===== src/pc_ibuf_pkg.sv =====
package pc_ibuf_pkg;

  // ------------------------------
  // default sizes
  // ------------------------------

  // bits per channel llr
  localparam int LLR_W   = 4;
  // sample index within a block, 64 samples
  localparam int WADDR_W = 6;
  // llrs per engine word, also the mask width
  localparam int WORD_W  = 8;
  // word index within a block, 64 / 8 words
  localparam int RADDR_W = 3;
  // block tag width
  localparam int TAG_W   = 4;
  // bank pointer, ring of four banks
  localparam int BNUM_W  = 2;

  // ------------------------------
  // payload types
  // ------------------------------

  // signed channel llr
  typedef logic signed [LLR_W-1:0] llr_t;
  // tag that travels with each block
  typedef logic [TAG_W-1:0] tag_t;

endpackage


===== src/ibuf_if.sv =====
`timescale 1ns/1ps

// writer to buffer, one sample per write strobe
interface ibuf_wr_if
  import pc_ibuf_pkg::*;
#(
  parameter int p_waddr_w = WADDR_W
) ();

  logic                 write;
  logic                 wfull;
  // natural index, llr and re-encode mask
  logic [p_waddr_w-1:0] llr_addr;
  // bit-reversed index, decode mask
  logic [p_waddr_w-1:0] frzb_addr;
  llr_t                 llr;
  logic                 frzb;
  tag_t                 tag;
  // all banks in use
  logic                 full;

  modport writer (
    output write, wfull, llr_addr, frzb_addr, llr, frzb, tag,
    input  full
  );

  modport buffer (
    input  write, wfull, llr_addr, frzb_addr, llr, frzb, tag,
    output full
  );

endinterface

// reader to buffer, word address out and wide word back
interface ibuf_rd_if
  import pc_ibuf_pkg::*;
#(
  parameter int p_raddr_w = RADDR_W,
  parameter int p_word_w  = WORD_W
) ();

  logic [p_raddr_w-1:0] raddr;
  // one cycle bank release
  logic                 rempty;
  llr_t [p_word_w-1:0]  rllr;
  logic [p_word_w-1:0]  rllr_frzb;
  logic [p_word_w-1:0]  rfrzb;
  tag_t                 rtag;
  logic                 empty;

  modport reader (
    output raddr, rempty,
    input  rllr, rllr_frzb, rfrzb, rtag, empty
  );

  modport buffer (
    input  raddr, rempty,
    output rllr, rllr_frzb, rfrzb, rtag, empty
  );

endinterface


===== src/buf_bank_ctrl.sv =====
`timescale 1ns/1ps

module buf_bank_ctrl
  import pc_ibuf_pkg::*;
#(
  parameter int p_bnum_w = BNUM_W
) (
  input  logic                iclk,
  input  logic                rst_n,
  // write side closes a bank
  input  logic                wfull,
  // read side releases a bank
  input  logic                rempty,
  output logic [p_bnum_w-1:0] wbank,
  output logic [p_bnum_w-1:0] rbank,
  output logic                empty,
  output logic                full
);

  localparam int n_banks = 2 ** p_bnum_w;

  // one extra bit so all banks used is representable
  logic [p_bnum_w:0] used;
  logic [p_bnum_w:0] used_nxt;

  // ------------------------------
  // used bank count
  // ------------------------------

  always_comb begin
    case ({wfull, rempty})
      2'b10:   used_nxt = used + 1'b1;
      2'b01:   used_nxt = used - 1'b1;
      // both or neither, count holds
      default: used_nxt = used;
    endcase
  end

  always_ff @(posedge iclk or negedge rst_n) begin
    if (!rst_n) begin
      used  <= '0;
      empty <= 1'b1;
      full  <= 1'b0;
    end else begin
      used  <= used_nxt;
      // flags follow the next count, no extra cycle
      empty <= (used_nxt == '0);
      full  <= (used_nxt == (p_bnum_w + 1)'(n_banks));
    end
  end

  // ------------------------------
  // ring pointers
  // ------------------------------

  always_ff @(posedge iclk or negedge rst_n) begin
    if (!rst_n) begin
      wbank <= '0;
      rbank <= '0;
    end else begin
      // pointers wrap on their own width
      if (wfull) begin
        wbank <= wbank + 1'b1;
      end
      if (rempty) begin
        rbank <= rbank + 1'b1;
      end
    end
  end

endmodule


===== src/dec_ibuf.sv =====
`timescale 1ns/1ps

module dec_ibuf
  import pc_ibuf_pkg::*;
#(
  parameter int p_waddr_w = WADDR_W,
  parameter int p_raddr_w = RADDR_W,
  parameter int p_word_w  = WORD_W,
  parameter int p_bnum_w  = BNUM_W
) (
  input logic       iclk,
  input logic       rst_n,
  ibuf_wr_if.buffer wr,
  ibuf_rd_if.buffer rd
);

  // bank number sits above the in-block address
  localparam int ram_waddr_w = p_waddr_w + p_bnum_w;
  localparam int ram_raddr_w = p_raddr_w + p_bnum_w;

  logic [p_bnum_w-1:0] wbank;
  logic [p_bnum_w-1:0] rbank;

  // raw ram words, element per entry
  llr_t llr_word      [p_word_w];
  logic llr_frzb_word [p_word_w];
  logic frzb_word     [p_word_w];

  // one tag per bank
  tag_t tag_rf [2 ** p_bnum_w];

  // ------------------------------
  // bank ring
  // ------------------------------

  buf_bank_ctrl #(
    .p_bnum_w (p_bnum_w)
  ) u_bank_ctrl (
    .iclk   (iclk),
    .rst_n  (rst_n),
    .wfull  (wr.wfull),
    .rempty (rd.rempty),
    .wbank  (wbank),
    .rbank  (rbank),
    .empty  (rd.empty),
    .full   (wr.full)
  );

  // ------------------------------
  // llr and mask memories
  // ------------------------------

  // channel llrs at the natural index
  dwc_ram #(
    .elem_t    (llr_t),
    .p_waddr_w (ram_waddr_w),
    .p_raddr_w (ram_raddr_w),
    .p_word_w  (p_word_w)
  ) mem_llr (
    .iclk  (iclk),
    .write (wr.write),
    .waddr ({wbank, wr.llr_addr}),
    .wdat  (wr.llr),
    .raddr ({rbank, rd.raddr}),
    .rdat  (llr_word)
  );

  // re-encode mask, same order as the llrs
  dwc_ram #(
    .elem_t    (logic),
    .p_waddr_w (ram_waddr_w),
    .p_raddr_w (ram_raddr_w),
    .p_word_w  (p_word_w)
  ) mem_llr_frzb (
    .iclk  (iclk),
    .write (wr.write),
    .waddr ({wbank, wr.llr_addr}),
    .wdat  (wr.frzb),
    .raddr ({rbank, rd.raddr}),
    .rdat  (llr_frzb_word)
  );

  // decode mask, scattered to the bit-reversed index
  dwc_ram #(
    .elem_t    (logic),
    .p_waddr_w (ram_waddr_w),
    .p_raddr_w (ram_raddr_w),
    .p_word_w  (p_word_w)
  ) mem_frzb (
    .iclk  (iclk),
    .write (wr.write),
    .waddr ({wbank, wr.frzb_addr}),
    .wdat  (wr.frzb),
    .raddr ({rbank, rd.raddr}),
    .rdat  (frzb_word)
  );

  // element arrays into the packed read bus
  always_comb begin
    for (int i = 0; i < p_word_w; i++) begin
      rd.rllr[i]      = llr_word[i];
      rd.rllr_frzb[i] = llr_frzb_word[i];
      rd.rfrzb[i]     = frzb_word[i];
    end
  end

  // ------------------------------
  // tag register file
  // ------------------------------

  // captured as the bank closes
  always_ff @(posedge iclk) begin
    if (wr.wfull) begin
      tag_rf[wbank] <= wr.tag;
    end
  end

  assign rd.rtag = tag_rf[rbank];

endmodule


===== src/dwc_ram.sv =====
`timescale 1ns/1ps

module dwc_ram
  import pc_ibuf_pkg::*;
#(
  parameter type elem_t    = logic,
  parameter int  p_waddr_w = WADDR_W,
  parameter int  p_raddr_w = RADDR_W,
  parameter int  p_word_w  = WORD_W
) (
  input  logic                 iclk,
  // element write port
  input  logic                 write,
  input  logic [p_waddr_w-1:0] waddr,
  input  elem_t                wdat,
  // word read port
  input  logic [p_raddr_w-1:0] raddr,
  output elem_t                rdat [p_word_w]
);

  // low address bits pick the element inside a word
  localparam int sel_w = p_waddr_w - p_raddr_w;

  elem_t mem [2 ** p_waddr_w];

  // ------------------------------
  // narrow write
  // ------------------------------

  always_ff @(posedge iclk) begin
    if (write) begin
      mem[waddr] <= wdat;
    end
  end

  // ------------------------------
  // wide registered read
  // ------------------------------

  // element 0 at the lowest address of the word
  always_ff @(posedge iclk) begin
    for (int i = 0; i < p_word_w; i++) begin
      rdat[i] <= mem[{raddr, sel_w'(i)}];
    end
  end

endmodule


===== src/llr_writer.sv =====
`timescale 1ns/1ps

module llr_writer
  import pc_ibuf_pkg::*;
#(
  parameter int p_waddr_w = WADDR_W
) (
  input logic       iclk,
  input logic       rst_n,
  input logic       in_valid,
  input llr_t       in_llr,
  input logic       in_frozen,
  input tag_t       in_tag,
  ibuf_wr_if.writer wr
);

  // sample position inside the current block
  logic [p_waddr_w-1:0] cnt;
  logic [p_waddr_w-1:0] cnt_rev;
  logic                 first;
  logic                 last;

  // ------------------------------
  // address forming
  // ------------------------------

  // mirror the index bits for the decode mask
  always_comb begin
    for (int i = 0; i < p_waddr_w; i++) begin
      cnt_rev[i] = cnt[p_waddr_w-1-i];
    end
  end

  assign first = (cnt == '0);
  assign last  = &cnt;

  // ------------------------------
  // strobes and counter
  // ------------------------------

  always_ff @(posedge iclk or negedge rst_n) begin
    if (!rst_n) begin
      cnt      <= '0;
      wr.write <= 1'b0;
      wr.wfull <= 1'b0;
    end else begin
      wr.write <= in_valid;
      // block closes together with its last sample
      wr.wfull <= in_valid && last;
      if (in_valid) begin
        // wraps back to 0 after the last sample
        cnt <= cnt + 1'b1;
      end
    end
  end

  // registered sample stage
  always_ff @(posedge iclk) begin
    if (in_valid) begin
      wr.llr_addr  <= cnt;
      wr.frzb_addr <= cnt_rev;
      wr.llr       <= in_llr;
      wr.frzb      <= in_frozen;
      // tag held from first sample until wfull
      if (first) begin
        wr.tag <= in_tag;
      end
    end
  end

endmodule


===== src/pc_ibuf_top.sv =====
`timescale 1ns/1ps

module pc_ibuf_top
  import pc_ibuf_pkg::*;
#(
  parameter int p_waddr_w = WADDR_W,
  parameter int p_raddr_w = RADDR_W,
  parameter int p_word_w  = WORD_W,
  parameter int p_bnum_w  = BNUM_W
) (
  input  logic                iclk,
  input  logic                rst_n,
  // sample side
  input  logic                in_valid,
  input  llr_t                in_llr,
  input  logic                in_frozen,
  input  tag_t                in_tag,
  output logic                in_full,
  output logic                buf_empty,
  // engine side
  output logic                out_valid,
  output logic                out_sop,
  output logic                out_eop,
  output llr_t [p_word_w-1:0] out_llr,
  output logic [p_word_w-1:0] out_reenc_mask,
  output logic [p_word_w-1:0] out_dec_mask,
  output tag_t                out_tag
);

  ibuf_wr_if #(.p_waddr_w(p_waddr_w)) wr_if ();
  ibuf_rd_if #(.p_raddr_w(p_raddr_w), .p_word_w(p_word_w)) rd_if ();

  // ------------------------------
  // writer, buffer, reader
  // ------------------------------

  llr_writer #(
    .p_waddr_w (p_waddr_w)
  ) u_writer (
    .iclk      (iclk),
    .rst_n     (rst_n),
    .in_valid  (in_valid),
    .in_llr    (in_llr),
    .in_frozen (in_frozen),
    .in_tag    (in_tag),
    .wr        (wr_if.writer)
  );

  dec_ibuf #(
    .p_waddr_w (p_waddr_w),
    .p_raddr_w (p_raddr_w),
    .p_word_w  (p_word_w),
    .p_bnum_w  (p_bnum_w)
  ) u_ibuf (
    .iclk  (iclk),
    .rst_n (rst_n),
    .wr    (wr_if.buffer),
    .rd    (rd_if.buffer)
  );

  word_reader #(
    .p_raddr_w (p_raddr_w),
    .p_word_w  (p_word_w)
  ) u_reader (
    .iclk           (iclk),
    .rst_n          (rst_n),
    .rd             (rd_if.reader),
    .out_valid      (out_valid),
    .out_sop        (out_sop),
    .out_eop        (out_eop),
    .out_llr        (out_llr),
    .out_reenc_mask (out_reenc_mask),
    .out_dec_mask   (out_dec_mask),
    .out_tag        (out_tag),
    .buf_empty      (buf_empty)
  );

  // source watches this before starting a block
  assign in_full = wr_if.full;

endmodule


===== src/word_reader.sv =====
`timescale 1ns/1ps

module word_reader
  import pc_ibuf_pkg::*;
#(
  parameter int p_raddr_w = RADDR_W,
  parameter int p_word_w  = WORD_W
) (
  input  logic                iclk,
  input  logic                rst_n,
  ibuf_rd_if.reader           rd,
  output logic                out_valid,
  output logic                out_sop,
  output logic                out_eop,
  output llr_t [p_word_w-1:0] out_llr,
  output logic [p_word_w-1:0] out_reenc_mask,
  output logic [p_word_w-1:0] out_dec_mask,
  output tag_t                out_tag,
  output logic                buf_empty
);

  typedef enum logic {
    st_idle,
    st_read
  } state_t;

  state_t               state;
  logic [p_raddr_w-1:0] word_cnt;
  // an address goes out this cycle
  logic                 issue;
  logic                 last_word;

  // ------------------------------
  // word sequencer
  // ------------------------------

  // idle starts at once on a stored block, so word 0 has no wait
  assign issue     = (state == st_read) || !rd.empty;
  assign last_word = &word_cnt;

  assign rd.raddr  = word_cnt;
  // release bank with the final address
  assign rd.rempty = issue && last_word;

  always_ff @(posedge iclk or negedge rst_n) begin
    if (!rst_n) begin
      state    <= st_idle;
      word_cnt <= '0;
    end else if (issue) begin
      word_cnt <= word_cnt + 1'b1;
      // back to idle, which checks empty again
      state    <= last_word ? st_idle : st_read;
    end
  end

  // ------------------------------
  // output alignment
  // ------------------------------

  // flags delayed one cycle to meet the registered ram read
  always_ff @(posedge iclk or negedge rst_n) begin
    if (!rst_n) begin
      out_valid <= 1'b0;
      out_sop   <= 1'b0;
      out_eop   <= 1'b0;
    end else begin
      out_valid <= issue;
      out_sop   <= issue && (word_cnt == '0);
      out_eop   <= rd.rempty;
    end
  end

  // bank pointer moves before the last word leaves, so hold the tag here
  always_ff @(posedge iclk) begin
    if (issue) begin
      out_tag <= rd.rtag;
    end
  end

  // ram data straight through
  assign out_llr        = rd.rllr;
  assign out_reenc_mask = rd.rllr_frzb;
  assign out_dec_mask   = rd.rfrzb;
  assign buf_empty      = rd.empty;

endmodule


===== config.mk =====
export PLATFORM = sky130hd
export DESIGN_NAME = pc_ibuf_top
export DESIGN_NICKNAME = d
export VERILOG_FILES = /design/src/pc_ibuf_pkg.sv /design/src/ibuf_if.sv /design/src/buf_bank_ctrl.sv /design/src/dec_ibuf.sv /design/src/dwc_ram.sv /design/src/llr_writer.sv /design/src/pc_ibuf_top.sv /design/src/word_reader.sv
export SDC_FILE = /design/constraint.sdc
export NUM_CORES = 2
export LEC_CHECK = 0
export ABC_AREA = 1
export BUFFER_PORTS_ARGS = -buffer_cell sky130_fd_sc_hd__buf_4
export CAP_MARGIN = 30
export CORE_MARGIN = 2
export CORE_UTILIZATION = 50
export CTS_BUF_LIST = sky130_fd_sc_hd__clkbuf_16
export CTS_CLUSTER_DIAMETER = 30
export DETAILED_ROUTE_END_ITERATION = 8
export PLACE_DENSITY_LB_ADDON = 0.12
export SLEW_MARGIN = 20
export SYNTH_ARGS = -nofsm -noshare
export SYNTH_HDL_FRONTEND = slang
export SYNTH_SLANG_ARGS = --single-unit

===== constraint.sdc =====
create_clock -name iclk -period 9.9 [get_ports iclk]
set_clock_uncertainty 0.1 [all_clocks]
set_input_delay 0.99 -clock iclk [delete_from_list [all_inputs] [get_ports iclk]]
set_output_delay 0.99 -clock iclk [all_outputs]
set_load 0.005 [all_outputs]

==> run metrics <==
Pwr per Cell Area=305 mW/mm2; Final Cell Area=just over 0.08 mm2; adder-cell share of the synthesized area=0.215%; syn_nets=6,084; CTS tree=yes; Core Footprint=0.134 mm2; Netlist cell types=29; WL/cell=22.6 um; first-pass GRT wire length=279 mm; Pre-Repair DR Iteration Count=6; post-synthesis simple-gate area fraction=24.0%; cell area after synthesis=0.0675 mm2; sequential area share after synthesis=72.2%; clock latency on the worst-skew pair=0.90 ns; hold slack=0.160 ns; IO Port Bufs=a little under 70; all-layer global routing usage=26.9%; Initial Util=50.5%; vias per cell=between 5 and 6; main combinational cell family by area after synthesis=simple AND/OR/NAND/NOR gates; Arrival @ worst endpoint=4.63 ns; clock tree buffer depth=4; largest net degree at the start of global routing=259; final setup TNS=0 ns; Slew Viols, Final=0; post-synthesis compound-gate area fraction=0.141%; initial drt markers=approximately 4.6k; CTS H-tree depth=5; layout cell share with drive strength beyond 1=between 10 and 15%; Post-Synth XOR/XNOR Area=0.130%; crit end category=flop; worst hold path type=in2reg; post-synthesis mux area share=0.0167%; drt total wl=185 mm; Synth Warn #=0; fin crit period=3.94 ns; post-DP HPWL=roughly 97 mm; flops & latches, synth=1,643; CTS resizes=0; status=finished, final reports clean; Worst Tran Pin Value=approximately 1.3 ns; RSZ-0062 raised after global routing=no; die span in y=between 300 and 400 um; Finish-stage setup viols=0; crit path kind=reg2reg; Syn Inst Count=roughly 6k; number of CTS-inserted buffers=348; maxcap violations=0; vias post-DR=45.9k; grt ovf=0; fin nets=6,173; syn avg cell area=11.1 um2; maximum vdd drop=0.345 mV; drt drc=0; RePlAce Congestion=0.819; clk sinks=1,643; Critical Path Start Type=flop; vias in the first global route=about 45k; total power=approximately 25 mW; final core occ=60.3%; headroom to the max-slew limit=14.7%; synth-to-layout area growth=19.5%; FMAX=254 MHz; # IOs=69; Final Cycle Share=39.8%; n_diodes=0; antenna violations before repair=7; Final Hold Viols=0; Leak Pwr=29.9 nW; die footprint=0.138 mm2; Root Buffer Master=clkbuf_16; worst-path fanout max=203; Reg clk slew, reported paths=~0.050 ns; Final ANT Viol Nets=0; Worst Path Required=roughly 11 ns; die extent in x=around 370 um; Cell Rows=~130; Post-DP Area=roughly 0.069 mm2
## critical path, cell delays in order (launching register included)
cell,delay [ns]
dfrtp_4,0.73
inv_16,0.40
buf_16,0.52
buf_12,0.71
nand2_1,0.10
nand3_1,0.11
nand3_1,0.11
nand2_1,0.11
nand2_1,0.05
nand2_1,0.10
nand2_1,0.08
nand2_1,0.30
## sequential cells by signal (all words and copies together), names as in the netlist, 3 cells and up
name,flops
out_dec_mask,8
out_llr,32
out_reenc_mask,8
u_ibuf.mem_frzb.mem,256
u_ibuf.mem_llr.mem,1024
u_ibuf.mem_llr_frzb.mem,256
u_ibuf.tag_rf,16
u_ibuf.u_bank_ctrl.used,3
u_reader.out_tag,4
u_reader.rd.raddr,3
u_writer.cnt,6
u_writer.wr.frzb_addr,5
u_writer.wr.llr,4
u_writer.wr.tag,4
## stage by stage
stage,setup WS (ns),std cells
floorplan,2.21,6061
global placement,5.87,7555
global route,5.67,8192
finish,5.96,8192
CTS,5.80,8186
detailed placement,5.82,7561
## power by group
part | internal, mW | leakage, nW | switching [mW]
logic | 1.42 | 9.32 | 3.79
registers | 7.91 | 14.8 | 0.262
clock network | 7.56 | 5.71 | 3.70
total | 16.9 | 29.9 | 7.74
## path summary, 6_finish.rpt
path	from	endpoint	slack, ns	depth (start not counted)
setup / recovery	u_reader.rd.raddr[0]$_DFFE_PN0P_	out_reenc_mask[0]$_DFF_P_	5.96	11
hold / removal	in_tag[3]	u_writer.wr.tag[3]$_DFFE_PP_	0.16	1
setup reg to reg	u_reader.rd.raddr[0]$_DFFE_PN0P_	out_reenc_mask[0]$_DFF_P_	5.96	11
hold reg to reg	u_writer.wr.tag[0]$_DFFE_PP_	u_ibuf.tag_rf[1][0]$_DFFE_PP_	0.39	0
max in group asynchronous	rst_n	u_ibuf.u_bank_ctrl.empty$_DFF_PN1_	8.99	2
min in group asynchronous	rst_n	u_reader.out_valid$_DFF_PN0_	0.42	2
## cell families (layout without fill, tap and decap cells)
| logic type | count (synthesis) | count (layout) |
|---|---|---|
| DFF | 1643 | 1643 |
| xor gates and xnor gates | 10 | 10 |
| muxes | 1 | 1 |
| and+or+nand+nor | 3926 | 3926 |
| buffers and inverters | 452 | 815 |
| adders and majority gates | 11 | 11 |
| AOI/OAI and AO/OA | 18 | 18 |
## cell usage in the layout (no fill, tap or decap), types with 3 or more instances in the layout
cell / n
dfrtp_1: 18
clkinvlp_4: 38
o22ai_1: 4
clkinv_4: 28
nor2_2: 3
clkbuf_16: 357
buf_4: 135
clkinv_2: 57
ha_1: 10
nand2_2: 10
xnor2_1: 3
edfxtp_1: 1571
inv_1: 70
buf_16: 6
bufinv_16: 40
xor2_1: 7
inv_6: 23
nor2_1: 525
o21ai_0: 13
nand2_1: 2219
clkinv_1: 37
nor3_1: 13
dfxtp_1: 48
buf_12: 13
dfrtp_4: 4
inv_8: 4
nand3_1: 1153
## synth_stat cells, drive strengths merged
cell type,n,area [um2]
xnor2,3,26.3
nor4,1,6.26
edfxtp,1571,47200
clkbuf,140,526
ha,10,125
o22ai,4,25.0
dfxtp,48,961
fa,1,20.0
mux2,1,11.3
a21oi,1,5.00
or2,1,6.26
o21ai,13,65.1
nor2,528,1990
dfstp,1,26.3
nand3,1153,5770
xor2,7,61.3
buf,279,1580
nand2,2229,8370
dfrtp,23,576
nor3,13,65.1
inv,28,105
nand4,1,6.26
clkinv,5,20.0
## final cells by class
class,instances,area [um2]
clock buffers,357,8930
clock inverters,267,2540
fillers,10762,53100
inverters,33,158
multi-input cells,3966,16600
flip-flops and latches,1643,48800
well taps,1768,2210
repair buffers,158,1480
## timing repair
item                                   CTS  global route
setup buffers                            0             0
hold buffers                             1             0
endpoints found under the hold margin   23             0
## routing by layer
| layer | share of wire, % | track usage (%) |
|---|---|---|
| met4 | 2.2 | 8.20 |
| met5 | 0 | 0 |
| met3 | 8.2 | 5.29 |
| met1 | 43 | 38.4 |
| met2 | 46 | 42.0 |
(Power assumes the default switching activity.)
